==> src/verilog/game_pkg.sv <==
package game_pkg;

    // ########################################################################
    // Sizes
    // ########################################################################

    localparam int NOTE_KEYS   = 7;
    localparam int LENGTH_KEYS = 4;
    localparam int TICK_BITS   = 16;
    localparam int STEP_BITS   = 4;
    localparam int SONG_BITS   = 1;   // Two songs
    localparam int SCORE_BITS  = 16;
    localparam int COMBO_BITS  = 4;   // Saturates at 15
    localparam int HALF_BITS   = 6;   // Widest half-period is 48
    localparam int DUR_BITS    = 10;  // Whole note is 512 cycles

    // ########################################################################
    // Timing and scoring
    // ########################################################################

    localparam int BEAT_CYCLES    = 64;   // Eighth note, doubled per length step
    localparam int REACT_FAST     = 100;  // Ticks allowed for a PERFECT
    localparam int POINTS_PERFECT = 10;
    localparam int POINTS_GOOD    = 5;

    typedef enum logic [2:0] {
        NOTE_REST,
        NOTE_C,
        NOTE_D,
        NOTE_E,
        NOTE_F,
        NOTE_G,
        NOTE_A,
        NOTE_B
    } note_t;

    typedef enum logic [1:0] {
        OCT_LOW,
        OCT_MID,
        OCT_HIGH
    } octave_t;

    typedef enum logic [1:0] {
        LEN_EIGHTH,
        LEN_QUARTER,
        LEN_HALF,
        LEN_WHOLE
    } length_t;

    typedef enum logic [1:0] {
        GRADE_MISS,
        GRADE_GOOD,
        GRADE_PERFECT
    } grade_t;

    typedef struct packed {
        octave_t octave;
        note_t   note;
        length_t length;
    } tone_t;

    typedef struct packed {
        tone_t                tone;
        logic [TICK_BITS-1:0] stamp;  // Tick of the strike
    } hit_t;

    // Half-period in cycles, zero for a rest
    function automatic logic [HALF_BITS-1:0] tone_half_period(octave_t octave, note_t note);
        logic [HALF_BITS-1:0] base;
        case (note)
            NOTE_C:  base = 6'd48;
            NOTE_D:  base = 6'd43;
            NOTE_E:  base = 6'd38;
            NOTE_F:  base = 6'd36;
            NOTE_G:  base = 6'd32;
            NOTE_A:  base = 6'd28;
            NOTE_B:  base = 6'd25;
            default: base = 6'd0;
        endcase
        return base >> octave;  // Halved per octave above LOW
    endfunction

endpackage

==> src/verilog/hit_capture.sv <==
module hit_capture import game_pkg::*; (
    input  logic                   clk,
    input  logic                   rst_n,
    input  logic                   en,
    input  logic                   oct_up,
    input  logic                   oct_down,
    input  logic [NOTE_KEYS-1:0]   note_key,
    input  logic [LENGTH_KEYS-1:0] length_key,
    input  logic                   strike,
    input  logic [TICK_BITS-1:0]   tick,
    output hit_t                   cap,
    output logic                   cap_valid
);

    octave_t octave;
    note_t   key_note;
    length_t key_length;

    // Saturating octave select
    always_ff @(posedge clk or negedge rst_n) begin
        if (!rst_n) begin
            octave <= OCT_MID;
        end else if (en) begin
            if (oct_up && !oct_down && octave != OCT_HIGH) begin
                octave <= octave_t'(octave + 2'd1);
            end else if (oct_down && !oct_up && octave != OCT_LOW) begin
                octave <= octave_t'(octave - 2'd1);
            end
        end
    end

    // Lowest pressed key wins
    always_comb begin
        key_note = NOTE_REST;
        for (int i = NOTE_KEYS - 1; i >= 0; i--) begin
            if (note_key[i]) key_note = note_t'(i + 1);
        end
    end

    always_comb begin
        key_length = LEN_EIGHTH;
        for (int k = LENGTH_KEYS - 1; k >= 0; k--) begin
            if (length_key[k]) key_length = length_t'(k);
        end
    end

    always_ff @(posedge clk or negedge rst_n) begin
        if (!rst_n) begin
            cap_valid <= 1'b0;
        end else begin
            cap_valid <= strike && en;
        end
    end

    always_ff @(posedge clk) begin
        if (strike && en) begin
            cap.tone.octave <= octave;
            cap.tone.note   <= key_note;
            cap.tone.length <= key_length;
            cap.stamp       <= tick;  // Reaction time reference
        end
    end

endmodule

==> src/verilog/hit_scorer.sv <==
module hit_scorer import game_pkg::*; (
    input  logic                  clk,
    input  logic                  rst_n,
    input  logic                  en,
    input  logic                  done,
    input  hit_t                  cap,
    input  tone_t                 goal,
    input  logic [TICK_BITS-1:0]  goal_stamp,
    output grade_t                grade,
    output logic                  grade_valid,
    output logic [SCORE_BITS-1:0] score,
    output logic [COMBO_BITS-1:0] combo
);

    logic [TICK_BITS-1:0]  wait_ticks;
    grade_t                next_grade;
    logic [COMBO_BITS-1:0] next_combo;
    logic [SCORE_BITS-1:0] points;

    // ########################################################################
    // Grading rule
    // ########################################################################

    assign wait_ticks = cap.stamp - goal_stamp;

    always_comb begin
        if (cap.tone.note != goal.note || cap.tone.octave != goal.octave) begin
            next_grade = GRADE_MISS;
        end else if (cap.tone.length != goal.length) begin
            next_grade = GRADE_GOOD;
        end else if (wait_ticks < TICK_BITS'(REACT_FAST)) begin
            next_grade = GRADE_PERFECT;
        end else begin
            next_grade = GRADE_GOOD;
        end
    end

    always_comb begin
        if (next_grade == GRADE_MISS) begin
            next_combo = '0;  // Streak broken
        end else if (combo == '1) begin
            next_combo = combo;
        end else begin
            next_combo = combo + COMBO_BITS'(1);
        end
    end

    // Grade points plus the new combo as bonus
    always_comb begin
        case (next_grade)
            GRADE_PERFECT: points = SCORE_BITS'(POINTS_PERFECT) + SCORE_BITS'(next_combo);
            GRADE_GOOD:    points = SCORE_BITS'(POINTS_GOOD) + SCORE_BITS'(next_combo);
            default:       points = '0;
        endcase
    end

    always_ff @(posedge clk or negedge rst_n) begin
        if (!rst_n) begin
            grade       <= GRADE_MISS;
            grade_valid <= 1'b0;
            score       <= '0;
            combo       <= '0;
        end else begin
            grade_valid <= done && en;
            if (!en) begin
                score <= '0;
                combo <= '0;
            end else if (done) begin
                grade <= next_grade;
                combo <= next_combo;
                score <= score + points;
            end
        end
    end

endmodule

==> src/verilog/play_mode.sv <==
module play_mode import game_pkg::*; (
    input  logic                   clk,
    input  logic                   rst_n,
    input  logic                   en,
    input  logic [SONG_BITS-1:0]   song,
    input  logic [NOTE_KEYS-1:0]   note_key,
    input  logic [LENGTH_KEYS-1:0] length_key,
    input  logic                   oct_up,
    input  logic                   oct_down,
    input  logic                   hit,
    output logic [NOTE_KEYS-1:0]   note_led,
    output logic                   buzzer,
    output logic [SCORE_BITS-1:0]  score,
    output logic [COMBO_BITS-1:0]  combo,
    output grade_t                 grade,
    output logic                   grade_valid,
    output logic                   song_done
);

    logic [TICK_BITS-1:0] tick;
    logic [TICK_BITS-1:0] goal_stamp;
    logic [SONG_BITS-1:0] song_sel;
    logic [STEP_BITS-1:0] step;
    logic                 strike;
    hit_t                 cap;
    logic                 cap_valid;
    logic                 busy;
    logic                 done;
    tone_t                goal;
    logic                 last_step;

    // ########################################################################
    // Tick and step sequencing
    // ########################################################################

    always_ff @(posedge clk or negedge rst_n) begin
        if (!rst_n) begin
            tick <= '0;
        end else if (!en) begin
            tick <= '0;
        end else begin
            tick <= tick + TICK_BITS'(1);
        end
    end

    // Song select follows the input until the game starts
    always_ff @(posedge clk or negedge rst_n) begin
        if (!rst_n) begin
            song_sel <= '0;
        end else if (!en) begin
            song_sel <= song;
        end
    end

    always_ff @(posedge clk or negedge rst_n) begin
        if (!rst_n) begin
            step       <= '0;
            goal_stamp <= '0;
            song_done  <= 1'b0;
        end else begin
            song_done <= 1'b0;
            if (!en) begin
                step       <= '0;
                goal_stamp <= '0;
            end else if (done) begin
                goal_stamp <= tick;  // Next goal shown from now
                if (last_step) begin
                    step      <= '0;
                    song_done <= 1'b1;
                end else begin
                    step <= step + STEP_BITS'(1);
                end
            end
        end
    end

    // One tone at a time
    assign strike = hit && en && !busy;

    hit_capture hit_capture_i (
        .clk        (clk),
        .rst_n      (rst_n),
        .en         (en),
        .oct_up     (oct_up),
        .oct_down   (oct_down),
        .note_key   (note_key),
        .length_key (length_key),
        .strike     (strike),
        .tick       (tick),
        .cap        (cap),
        .cap_valid  (cap_valid)
    );

    tone_player tone_player_i (
        .clk    (clk),
        .rst_n  (rst_n),
        .start  (cap_valid),
        .tone   (cap.tone),
        .buzzer (buzzer),
        .busy   (busy),
        .done   (done)
    );

    song_rom song_rom_i (
        .song_sel  (song_sel),
        .step      (step),
        .goal      (goal),
        .last_step (last_step)
    );

    hit_scorer hit_scorer_i (
        .clk         (clk),
        .rst_n       (rst_n),
        .en          (en),
        .done        (done),
        .cap         (cap),
        .goal        (goal),
        .goal_stamp  (goal_stamp),
        .grade       (grade),
        .grade_valid (grade_valid),
        .score       (score),
        .combo       (combo)
    );

    // Goal note LED, dark for a rest
    always_comb begin
        for (int i = 0; i < NOTE_KEYS; i++) begin
            note_led[i] = (goal.note == note_t'(i + 1));
        end
    end

endmodule

==> src/verilog/song_rom.sv <==
module song_rom import game_pkg::*; (
    input  logic [SONG_BITS-1:0] song_sel,
    input  logic [STEP_BITS-1:0] step,
    output tone_t                goal,
    output logic                 last_step
);

    always_comb begin
        if (song_sel == '0) begin
            // Song 0 has eight steps
            last_step = (step == STEP_BITS'(7));
            case (step)
                4'd0: goal = '{OCT_MID, NOTE_C, LEN_QUARTER};
                4'd1: goal = '{OCT_MID, NOTE_D, LEN_EIGHTH};
                4'd2: goal = '{OCT_MID, NOTE_E, LEN_QUARTER};
                4'd3: goal = '{OCT_MID, NOTE_C, LEN_EIGHTH};
                4'd4: goal = '{OCT_LOW, NOTE_G, LEN_QUARTER};
                4'd5: goal = '{OCT_MID, NOTE_F, LEN_EIGHTH};
                4'd6: goal = '{OCT_HIGH, NOTE_C, LEN_QUARTER};
                4'd7: goal = '{OCT_MID, NOTE_G, LEN_HALF};
                default: goal = '{OCT_MID, NOTE_REST, LEN_EIGHTH};
            endcase
        end else begin
            // Song 1 has six steps and a rest
            last_step = (step == STEP_BITS'(5));
            case (step)
                4'd0: goal = '{OCT_LOW, NOTE_A, LEN_EIGHTH};
                4'd1: goal = '{OCT_MID, NOTE_B, LEN_QUARTER};
                4'd2: goal = '{OCT_MID, NOTE_REST, LEN_EIGHTH};
                4'd3: goal = '{OCT_HIGH, NOTE_E, LEN_EIGHTH};
                4'd4: goal = '{OCT_HIGH, NOTE_D, LEN_QUARTER};
                4'd5: goal = '{OCT_MID, NOTE_A, LEN_WHOLE};
                default: goal = '{OCT_MID, NOTE_REST, LEN_EIGHTH};
            endcase
        end
    end

endmodule

==> src/verilog/tone_player.sv <==
module tone_player import game_pkg::*; (
    input  logic  clk,
    input  logic  rst_n,
    input  logic  start,
    input  tone_t tone,
    output logic  buzzer,
    output logic  busy,
    output logic  done
);

    logic                 active;
    logic [DUR_BITS-1:0]  remain;      // Cycles left after the start cycle
    logic [HALF_BITS-1:0] half;
    logic [HALF_BITS-1:0] phase;
    logic [HALF_BITS-1:0] start_half;
    logic [DUR_BITS-1:0]  start_dur;

    assign start_half = tone_half_period(tone.octave, tone.note);
    assign start_dur  = DUR_BITS'(BEAT_CYCLES) << tone.length;

    // Start cycle already counts toward the length
    assign busy = start || active;
    assign done = active && (remain == DUR_BITS'(1));

    // ########################################################################
    // Duration and square wave
    // ########################################################################

    always_ff @(posedge clk or negedge rst_n) begin
        if (!rst_n) begin
            active <= 1'b0;
            remain <= '0;
            half   <= '0;
            phase  <= '0;
            buzzer <= 1'b0;
        end else if (start) begin
            active <= 1'b1;
            remain <= start_dur - DUR_BITS'(1);
            half   <= start_half;
            phase  <= '0;
            buzzer <= (start_half != '0);  // Rest stays silent
        end else if (active) begin
            remain <= remain - DUR_BITS'(1);
            if (done) begin
                active <= 1'b0;
                buzzer <= 1'b0;
            end else if (half != '0) begin
                if (phase == half - HALF_BITS'(1)) begin
                    phase  <= '0;
                    buzzer <= !buzzer;  // Edge every half-period
                end else begin
                    phase <= phase + HALF_BITS'(1);
                end
            end
        end
    end

endmodule

==> config.mk <==
export PLATFORM = sky130hd
export DESIGN_NAME = play_mode
export DESIGN_NICKNAME = d
export VERILOG_FILES = /design/src/verilog/game_pkg.sv /design/src/verilog/hit_capture.sv /design/src/verilog/hit_scorer.sv /design/src/verilog/play_mode.sv /design/src/verilog/song_rom.sv /design/src/verilog/tone_player.sv
export SDC_FILE = /design/constraint.sdc
export NUM_CORES = 1
export LEC_CHECK = 0
export BUFFER_PORTS_ARGS = -buffer_cell sky130_fd_sc_hd__buf_2
export CORE_ASPECT_RATIO = 1.25
export CORE_UTILIZATION = 31
export DETAILED_ROUTE_END_ITERATION = 10
export GPL_TIMING_DRIVEN = 0
export SETUP_SLACK_MARGIN = 0.2
export SLEW_MARGIN = 40
export SYNTH_ARGS = -nofsm -noshare
export SYNTH_HDL_FRONTEND = slang
export SYNTH_HIERARCHICAL = 1
export SYNTH_SLANG_ARGS = --single-unit
==> constraint.sdc <==
create_clock -name clk -period 7.7 [get_ports clk]
set_input_delay 0.77 -clock clk [delete_from_list [all_inputs] [get_ports clk]]
set_output_delay 0.77 -clock clk [all_outputs]
set_load 0.03 [all_outputs]
==> results of run 1 <==
-- synth_stat cells, types with 5 or more instances --
cell type	count	area share (%)
dfrtp_1	87	31
nor2_1	55	3.0
inv_1	45	2.4
nand2_1	45	2.4
a21oi_1	44	3.2
mux2i_1	38	5.5
ha_1	37	6.7
xnor2_1	32	4.0
nand3_1	27	2.0
o21ai_0	24	1.7
edfxtp_1	23	10
nand2b_1	19	1.7
xor2_1	18	2.3
and2_1	16	1.4
clkbuf_1	16	0.87
nor2b_1	16	1.4
nor3_1	15	1.1
o21ai_1	11	0.80
o31ai_1	9	0.98
or4_1	8	0.87
a211oi_1	7	0.76
nor3b_1	7	0.76
or3_1	7	0.63
a21o_1	6	0.65
and3_1	6	0.54
nor4_1	6	0.54
a31oi_1	5	0.45
buf_2	5	0.36
o211ai_1	5	0.54
-- worst max-delay path: stages (launching register included) --
cell,delay [ns]
dfrtp_1,0.36
inv_1,0.05
ha_1,0.33
and2_4,0.17
a311o_1,0.40
a2111oi_0,0.61
o41ai_1,0.22
a21oi_1,0.20
mux2i_1,0.24
nand4_2,0.23
or2_1,0.30
ha_1,0.25
nor3_1,0.66
inv_1,0.10
ha_1,0.22
a21oi_1,0.16
xnor2_1,0.09
a22oi_1,0.22
nor2b_1,0.09
ha_1,0.33
inv_1,0.05
o21bai_1,0.13
a21oi_1,0.11
nor3_1,0.47
nand3_1,0.17
xnor2_1,0.15
and2_1,0.15
-- layout by cell type, fill, tap and decap left out, drive strengths merged, types with 11 or more instances in the layout --
cell	count
mux2i	38
o21ai	35
nand2b	19
a21oi	44
xnor2	32
nand2	45
edfxtp	23
nand3	28
xor2	18
clkbuf	26
buf	57
inv	48
dfrtp	87
nor2b	16
nor3	15
and2	17
nor2	56
ha	37
or3	11
-- layer usage --
| layer | global-route usage (%) | vias to the layer above |
|---|---|---|
| li1 | - | 2686 |
| met1 | 16.3 | 2518 |
| met2 | 23.8 | 68 |
| met3 | 2.40 | 16 |
| met4 | 4.59 | 0 |
| met5 | 0 | - |
-- registers in the layout (all words and copies together) (netlist names), 2 cells and up --
register / count
hit_capture_i/octave: 2
tone_player_i/remain: 10
hit_scorer_i/score: 16
goal_stamp: 16
hit_capture_i/cap: 23
tone_player_i/half: 6
tone_player_i/phase: 6
hit_scorer_i/grade: 2
step: 4
tick: 16
hit_scorer_i/combo: 4
-- cells by family (layout without fill, tap and decap cells) --
family,count (synthesis),in the layout,synth area share (%)
simple gates,257,257,20.2
compound gates,152,152,14.8
flops,111,111,41.8
buf+inv,68,134,3.89
xor+xnor,50,50,6.33
mux,41,41,5.98
fa+ha+maj,38,38,6.98
-- metrics by stage --
step	hold slack (ns)	total power, mW
floorplan	0.460	1.05
global placement	0.482	1.14
detailed placement	0.496	1.16
CTS	0.312	1.65
global route	0.329	1.73
finish	0.306	1.63
-- area by class of cell --
class | instances | area [µm²] | share of cell area (%)
buffer | 23 | 100 | 1.27
clock buffer | 10 | 239 | 3.04
clock inverter | 6 | 66.3 | 0.842
inverter | 45 | 169 | 2.15
multi-input combinational | 538 | 3770 | 47.9
sequential | 111 | 2890 | 36.8
tap | 279 | 349 | 4.43
timing repair buffer | 50 | 283 | 3.59
-- where the power goes --
group	internal [mW]	switching, mW	total, mW
sequential	0.668	0.0788	0.747
combinational	0.178	0.218	0.396
clock	0.264	0.224	0.488
total	1.11	0.521	1.63
-- how the worst max path moves through the flow --
| stage | from | endpoint | slack [ns] | depth (start not counted) |
|---|---|---|---|---|
| final | goal_stamp[2]$_DFFE_PN0P_ | hit_scorer_i/score[13]$_DFFE_PN0P_ | 1.15 | 26 |
| after global routing | goal_stamp[2]$_DFFE_PN0P_ | hit_scorer_i/score[11]$_DFFE_PN0P_ | 0.54 | 26 |
| after CTS | goal_stamp[2]$_DFFE_PN0P_ | hit_scorer_i/score[15]$_DFFE_PN0P_ | 1.10 | 26 |
| after detailed placement | goal_stamp[2]$_DFFE_PN0P_ | hit_scorer_i/score[15]$_DFFE_PN0P_ | 1.13 | 26 |
| after global placement | goal_stamp[2]$_DFFE_PN0P_ | hit_scorer_i/score[15]$_DFFE_PN0P_ | 1.18 | 26 |
| after floorplan | step[0]$_DFFE_PN0P_ | hit_scorer_i/score[12]$_DFFE_PN0P_ | 2.18 | 28 |
==> flow_metrics.tcl, run 1 <==
set metrics [dict create \
    status "completed" \
    cts-root-buf "clkbuf_16" \
    netlist_area_mm2 0.00692 \
    htreeDepth 3 \
    layout_setup_ws_ns 1.15 \
    maxCapViolations 0 \
    die_h_um 169 \
    post_drt_wl_per_cell_um 13.9 \
    antenna_left 0 \
    crit_arrival_ns 6.80 \
    final_layout_size_suffix_gt1_share_pct 12.4 \
    antenna_found_initial 0 \
    gp_congestion 0.786 \
    grt_pass1_vias 5060 \
    min_path_type "in -> async" \
    rrSetupSlack_ns 1.15 \
    timing.final.crit_period_ns 6.55 \
    critPathKind "reg -> reg" \
    clockBufferDepth 2 \
    synth_cell_types 74 \
    fin_cells 1062 \
    post-route-period-util_pct 85.1 \
    synthCells 717 \
    num_vias 5288 \
    place_area_mm2 0.00757 \
    die_w_um 136 \
    core_mm2 0.0217 \
    synth-edff-count 23 \
    ys_seq_elements 111 \
    final.setup_skew_ns 0.00819 \
    io_buffers 49 \
    postCtsSetupRepairBufs 0 \
    synthToLayoutAreaGrowth_pct 13.8 \
    grt_first_pass_wirelength_um 24600 \
    r2r-start "goal_stamp[2]$_DFFE_PN0P_" \
    startpoint_type "flop" \
    fmax_mhz 153 \
    path_clk_slew_ns 0.08 \
    nNetsFinal 834 \
    end_kind "flop" \
    hold_buffers 0 \
    clkLatencyLatePin_ns 0.35 \
    top_layer "met4" \
    rsz0062_at_grt "no" \
    route.layer.met1.wl_um 6660 \
    drt_pass1_iterations 4 \
    dp.cells 1046 \
    diodes 0 \
    drc 0 \
    gr-total-overflow 0 \
    ys_warn_count 6 \
    wl_met2_um 7490 \
    final.setup.tns_ns 0 \
    cts_made_buffers 9 \
    fin_util_pct 36.3 \
    reg2reg_to "hit_scorer_i/score[13]$_DFFE_PN0P_" \
    finalWirelength_um 14700 \
    io_pins 50 \
    vias_per_cell 4.98 \
    wl_met3_um 329 \
    ir_drop_v 0.000130 \
    power_leakage_nw 3.25 \
    die_area_mm2 0.0229 \
    post_cts_resized 0 \
    hold_violations 0 \
    async_reset_ff_share_pct 79.3 \
    avgSynthCellArea_um2 9.65 \
    ff2ff_path_depth 26 \
    fill_cells 2178 \
    cts_tree "yes" \
    timing.slew.headroom_pct 48.8 \
    grt_max_degree 46 \
    place_ws_ns 1.13 \
    finalMaxSlewViolations 0 \
    worstMarginPinSlew_ns 0.761 \
    start_util_pct 31.9 \
    track_usage_pct 13.5 \
    rows 60 \
    design_area_mm2 0.00787 \
    p_per_area_mw_per_mm2 207 \
    ys_seq_area_share_pct 41.8 \
    crit_fanout 7 \
    finalSetupViolations 0 \
    synth_ff_type "dfrtp_1" \
    synth_nets 773 \
    dp_hpwl_um 10800 \
    clock_sinks 111 \
    required_ns 7.95 \
    drtIter0Drc 308 \
]
Note: power is estimated with default switching activity, not from simulation.
==> inputs of run 2 (changes only) <==
- CORE_ASPECT_RATIO: 1.25 -> 1.2
- CTS_CLUSTER_SIZE: not set -> 20
==> run 2 against run 1 <==
  * Worst setup slack better by 0.056 ns
  * Register-to-register slack better by 0.06 ns
  * Critical endpoint is now hit_scorer_i/score[12]$_DFFE_PN0P_
  * Die area about the same
  * Clock power fell by 7.0%
  * Clock skew grew 0.0038 ns
  * Critical path depth is the same
  * Power shrank 2.0%
  * Count of clock-buffer cells in the layout unchanged
  * The flow now finishes with violations (design-rule violations)
  * Via count up 0.74%
  * Sequential power is essentially flat
==> flow_metrics.tcl, run 2 (same netlist as run 1, synthesis figures left out) <==
set metrics [dict create \
    clkLatencyLatePin_ns 0.36 \
    antenna_found_initial 0 \
    diodes 0 \
    fmax_mhz 154 \
    die_w_um 138 \
    clock_sinks 111 \
    regMostFlops "hit_capture_i/cap" \
    finalSetupViolations 0 \
    layout_setup_ws_ns 1.21 \
    finalWirelength_um 14800 \
    cts_tree "yes" \
    dp_hpwl_um 10900 \
    io_pins 50 \
    violations "design-rule violations" \
    grt_pass1_vias 5180 \
    drtIter0Drc 286 \
    startpoint_type "flop" \
    timing.final.crit_period_ns 6.49 \
    core_mm2 0.0218 \
    nNetsFinal 834 \
    hold_violations 0 \
    io_buffers 49 \
    timing.slew.headroom_pct 48.9 \
    hold_buffers 0 \
    post_cts_resized 0 \
    status "finished with violations" \
    htreeDepth 3 \
    end_kind "flop" \
    largest_reg_flops 23 \
    rsz0062_at_grt "no" \
    ir_drop_v 0.0000900 \
    final.setup.tns_ns 0 \
    post_drt_wl_per_cell_um 14.0 \
    min_path_type "in -> async" \
    final_cell_mix "87 x dfrtp_1, 55 x nor2_1, 53 x buf_2" \
    fill_cells 2189 \
    post-route-period-util_pct 84.3 \
    die_h_um 166 \
    antenna_left 0 \
    fin_util_pct 36.0 \
    required_ns 7.96 \
    num_vias 5327 \
    p_per_area_mw_per_mm2 204 \
    fin_total_pwr_mw 1.60 \
    final_layout_size_suffix_gt1_share_pct 12.4 \
    vias_per_cell 5.04 \
    synthToLayoutAreaGrowth_pct 13.3 \
    grt_first_pass_wirelength_um 25200 \
    place_ws_ns 1.19 \
    cts-root-buf "clkbuf_16" \
    rows 59 \
    design_area_mm2 0.00784 \
    clockBufferDepth 2 \
    place_area_mm2 0.00756 \
    dp.cells 1041 \
    power_leakage_nw 3.23 \
    fin_cells 1057 \
    postCtsSetupRepairBufs 0 \
    path_clk_slew_ns 0.08 \
    critPathKind "reg -> reg" \
    drc 4 \
    gp_congestion 0.797 \
    cts_made_buffers 9 \
    crit_fanout 7 \
    start_util_pct 31.8 \
    finalMaxSlewViolations 0 \
    worstMarginPinSlew_ns 0.761 \
    drt_pass1_iterations 7 \
    final.setup_skew_ns 0.0119 \
    holdWs_ns 0.269 \
    crit_arrival_ns 6.75 \
    final_common_cell "dfrtp_1" \
    track_usage_pct 13.6 \
    maxCapViolations 0 \
    grt_max_degree 55 \
    die_area_mm2 0.0229 \
    gr-total-overflow 0 \
]
run 2: layer usage:
metal / wire [µm] / vias to the layer above / GRT usage, % / part of all wire [%]
met3: 332 / 16 / 2.20 / 2.2
met4: 244 / 0 / 5.03 / 1.6
li1: - / 2684 / - / -
met2: 7460 / 56 / 24.1 / 50
met5: 0 / - / 0 / 0
met1: 6800 / 2571 / 16.5 / 46
run 2: report_power, final:
group          internal [mW]  switching, mW
clock                  0.225          0.229
sequential             0.668         0.0767
combinational          0.178          0.221
total                   1.07          0.527
run 2: cell type report:
type                            count  area (µm²)  area share, %
Multi-Input combinational cell    538        3770           48.1
Sequential cell                   111        2890           36.9
Tap cell                          274         343           4.37
Timing Repair Buffer               50         283           3.61
Clock buffer                       10         229           2.92
Inverter                           45         169           2.15
Buffer                             23         100           1.28
Clock inverter                      6        50.0          0.638
run 2: path summary, 6_finish.rpt:
check / endpoint / cells after the start / slack, ns / startpoint
setup / recovery: hit_scorer_i/score[12]$_DFFE_PN0P_ / 26 / 1.21 / goal_stamp[2]$_DFFE_PN0P_
min in group clk: hit_capture_i/cap[15]$_DFFE_PP_ / 0 / 0.50 / tick[15]$_DFF_PN0_
hold reg to reg: hit_capture_i/cap[15]$_DFFE_PP_ / 0 / 0.50 / tick[15]$_DFF_PN0_
max in group asynchronous: hit_capture_i/octave[0]$_DFFE_PN1P_ / 2 / 6.80 / rst_n
hold / removal: goal_stamp[4]$_DFFE_PN0P_ / 1 / 0.27 / rst_n
setup reg to reg: hit_scorer_i/score[12]$_DFFE_PN0P_ / 26 / 1.21 / goal_stamp[2]$_DFFE_PN0P_
run 2: critical path, stage by stage (launching register included):
cell       delay [ns]
dfrtp_1          0.35
inv_1            0.05
ha_1             0.33
and2_4           0.17
a311o_1          0.40
a2111oi_0        0.60
o41ai_1          0.22
a21oi_1          0.19
mux2i_1          0.26
nand4_2          0.22
or2_1            0.29
ha_1             0.25
nor3_1           0.66
inv_1            0.11
ha_1             0.22
a21oi_1          0.15
xnor2_1          0.09
a22oi_1          0.20
nor2b_1          0.09
ha_1             0.33
a21oi_1          0.10
nand2b_1         0.15
a21oi_1          0.28
nand4_1          0.20
nand2b_1         0.20
xnor2_1          0.12
and2_1           0.16
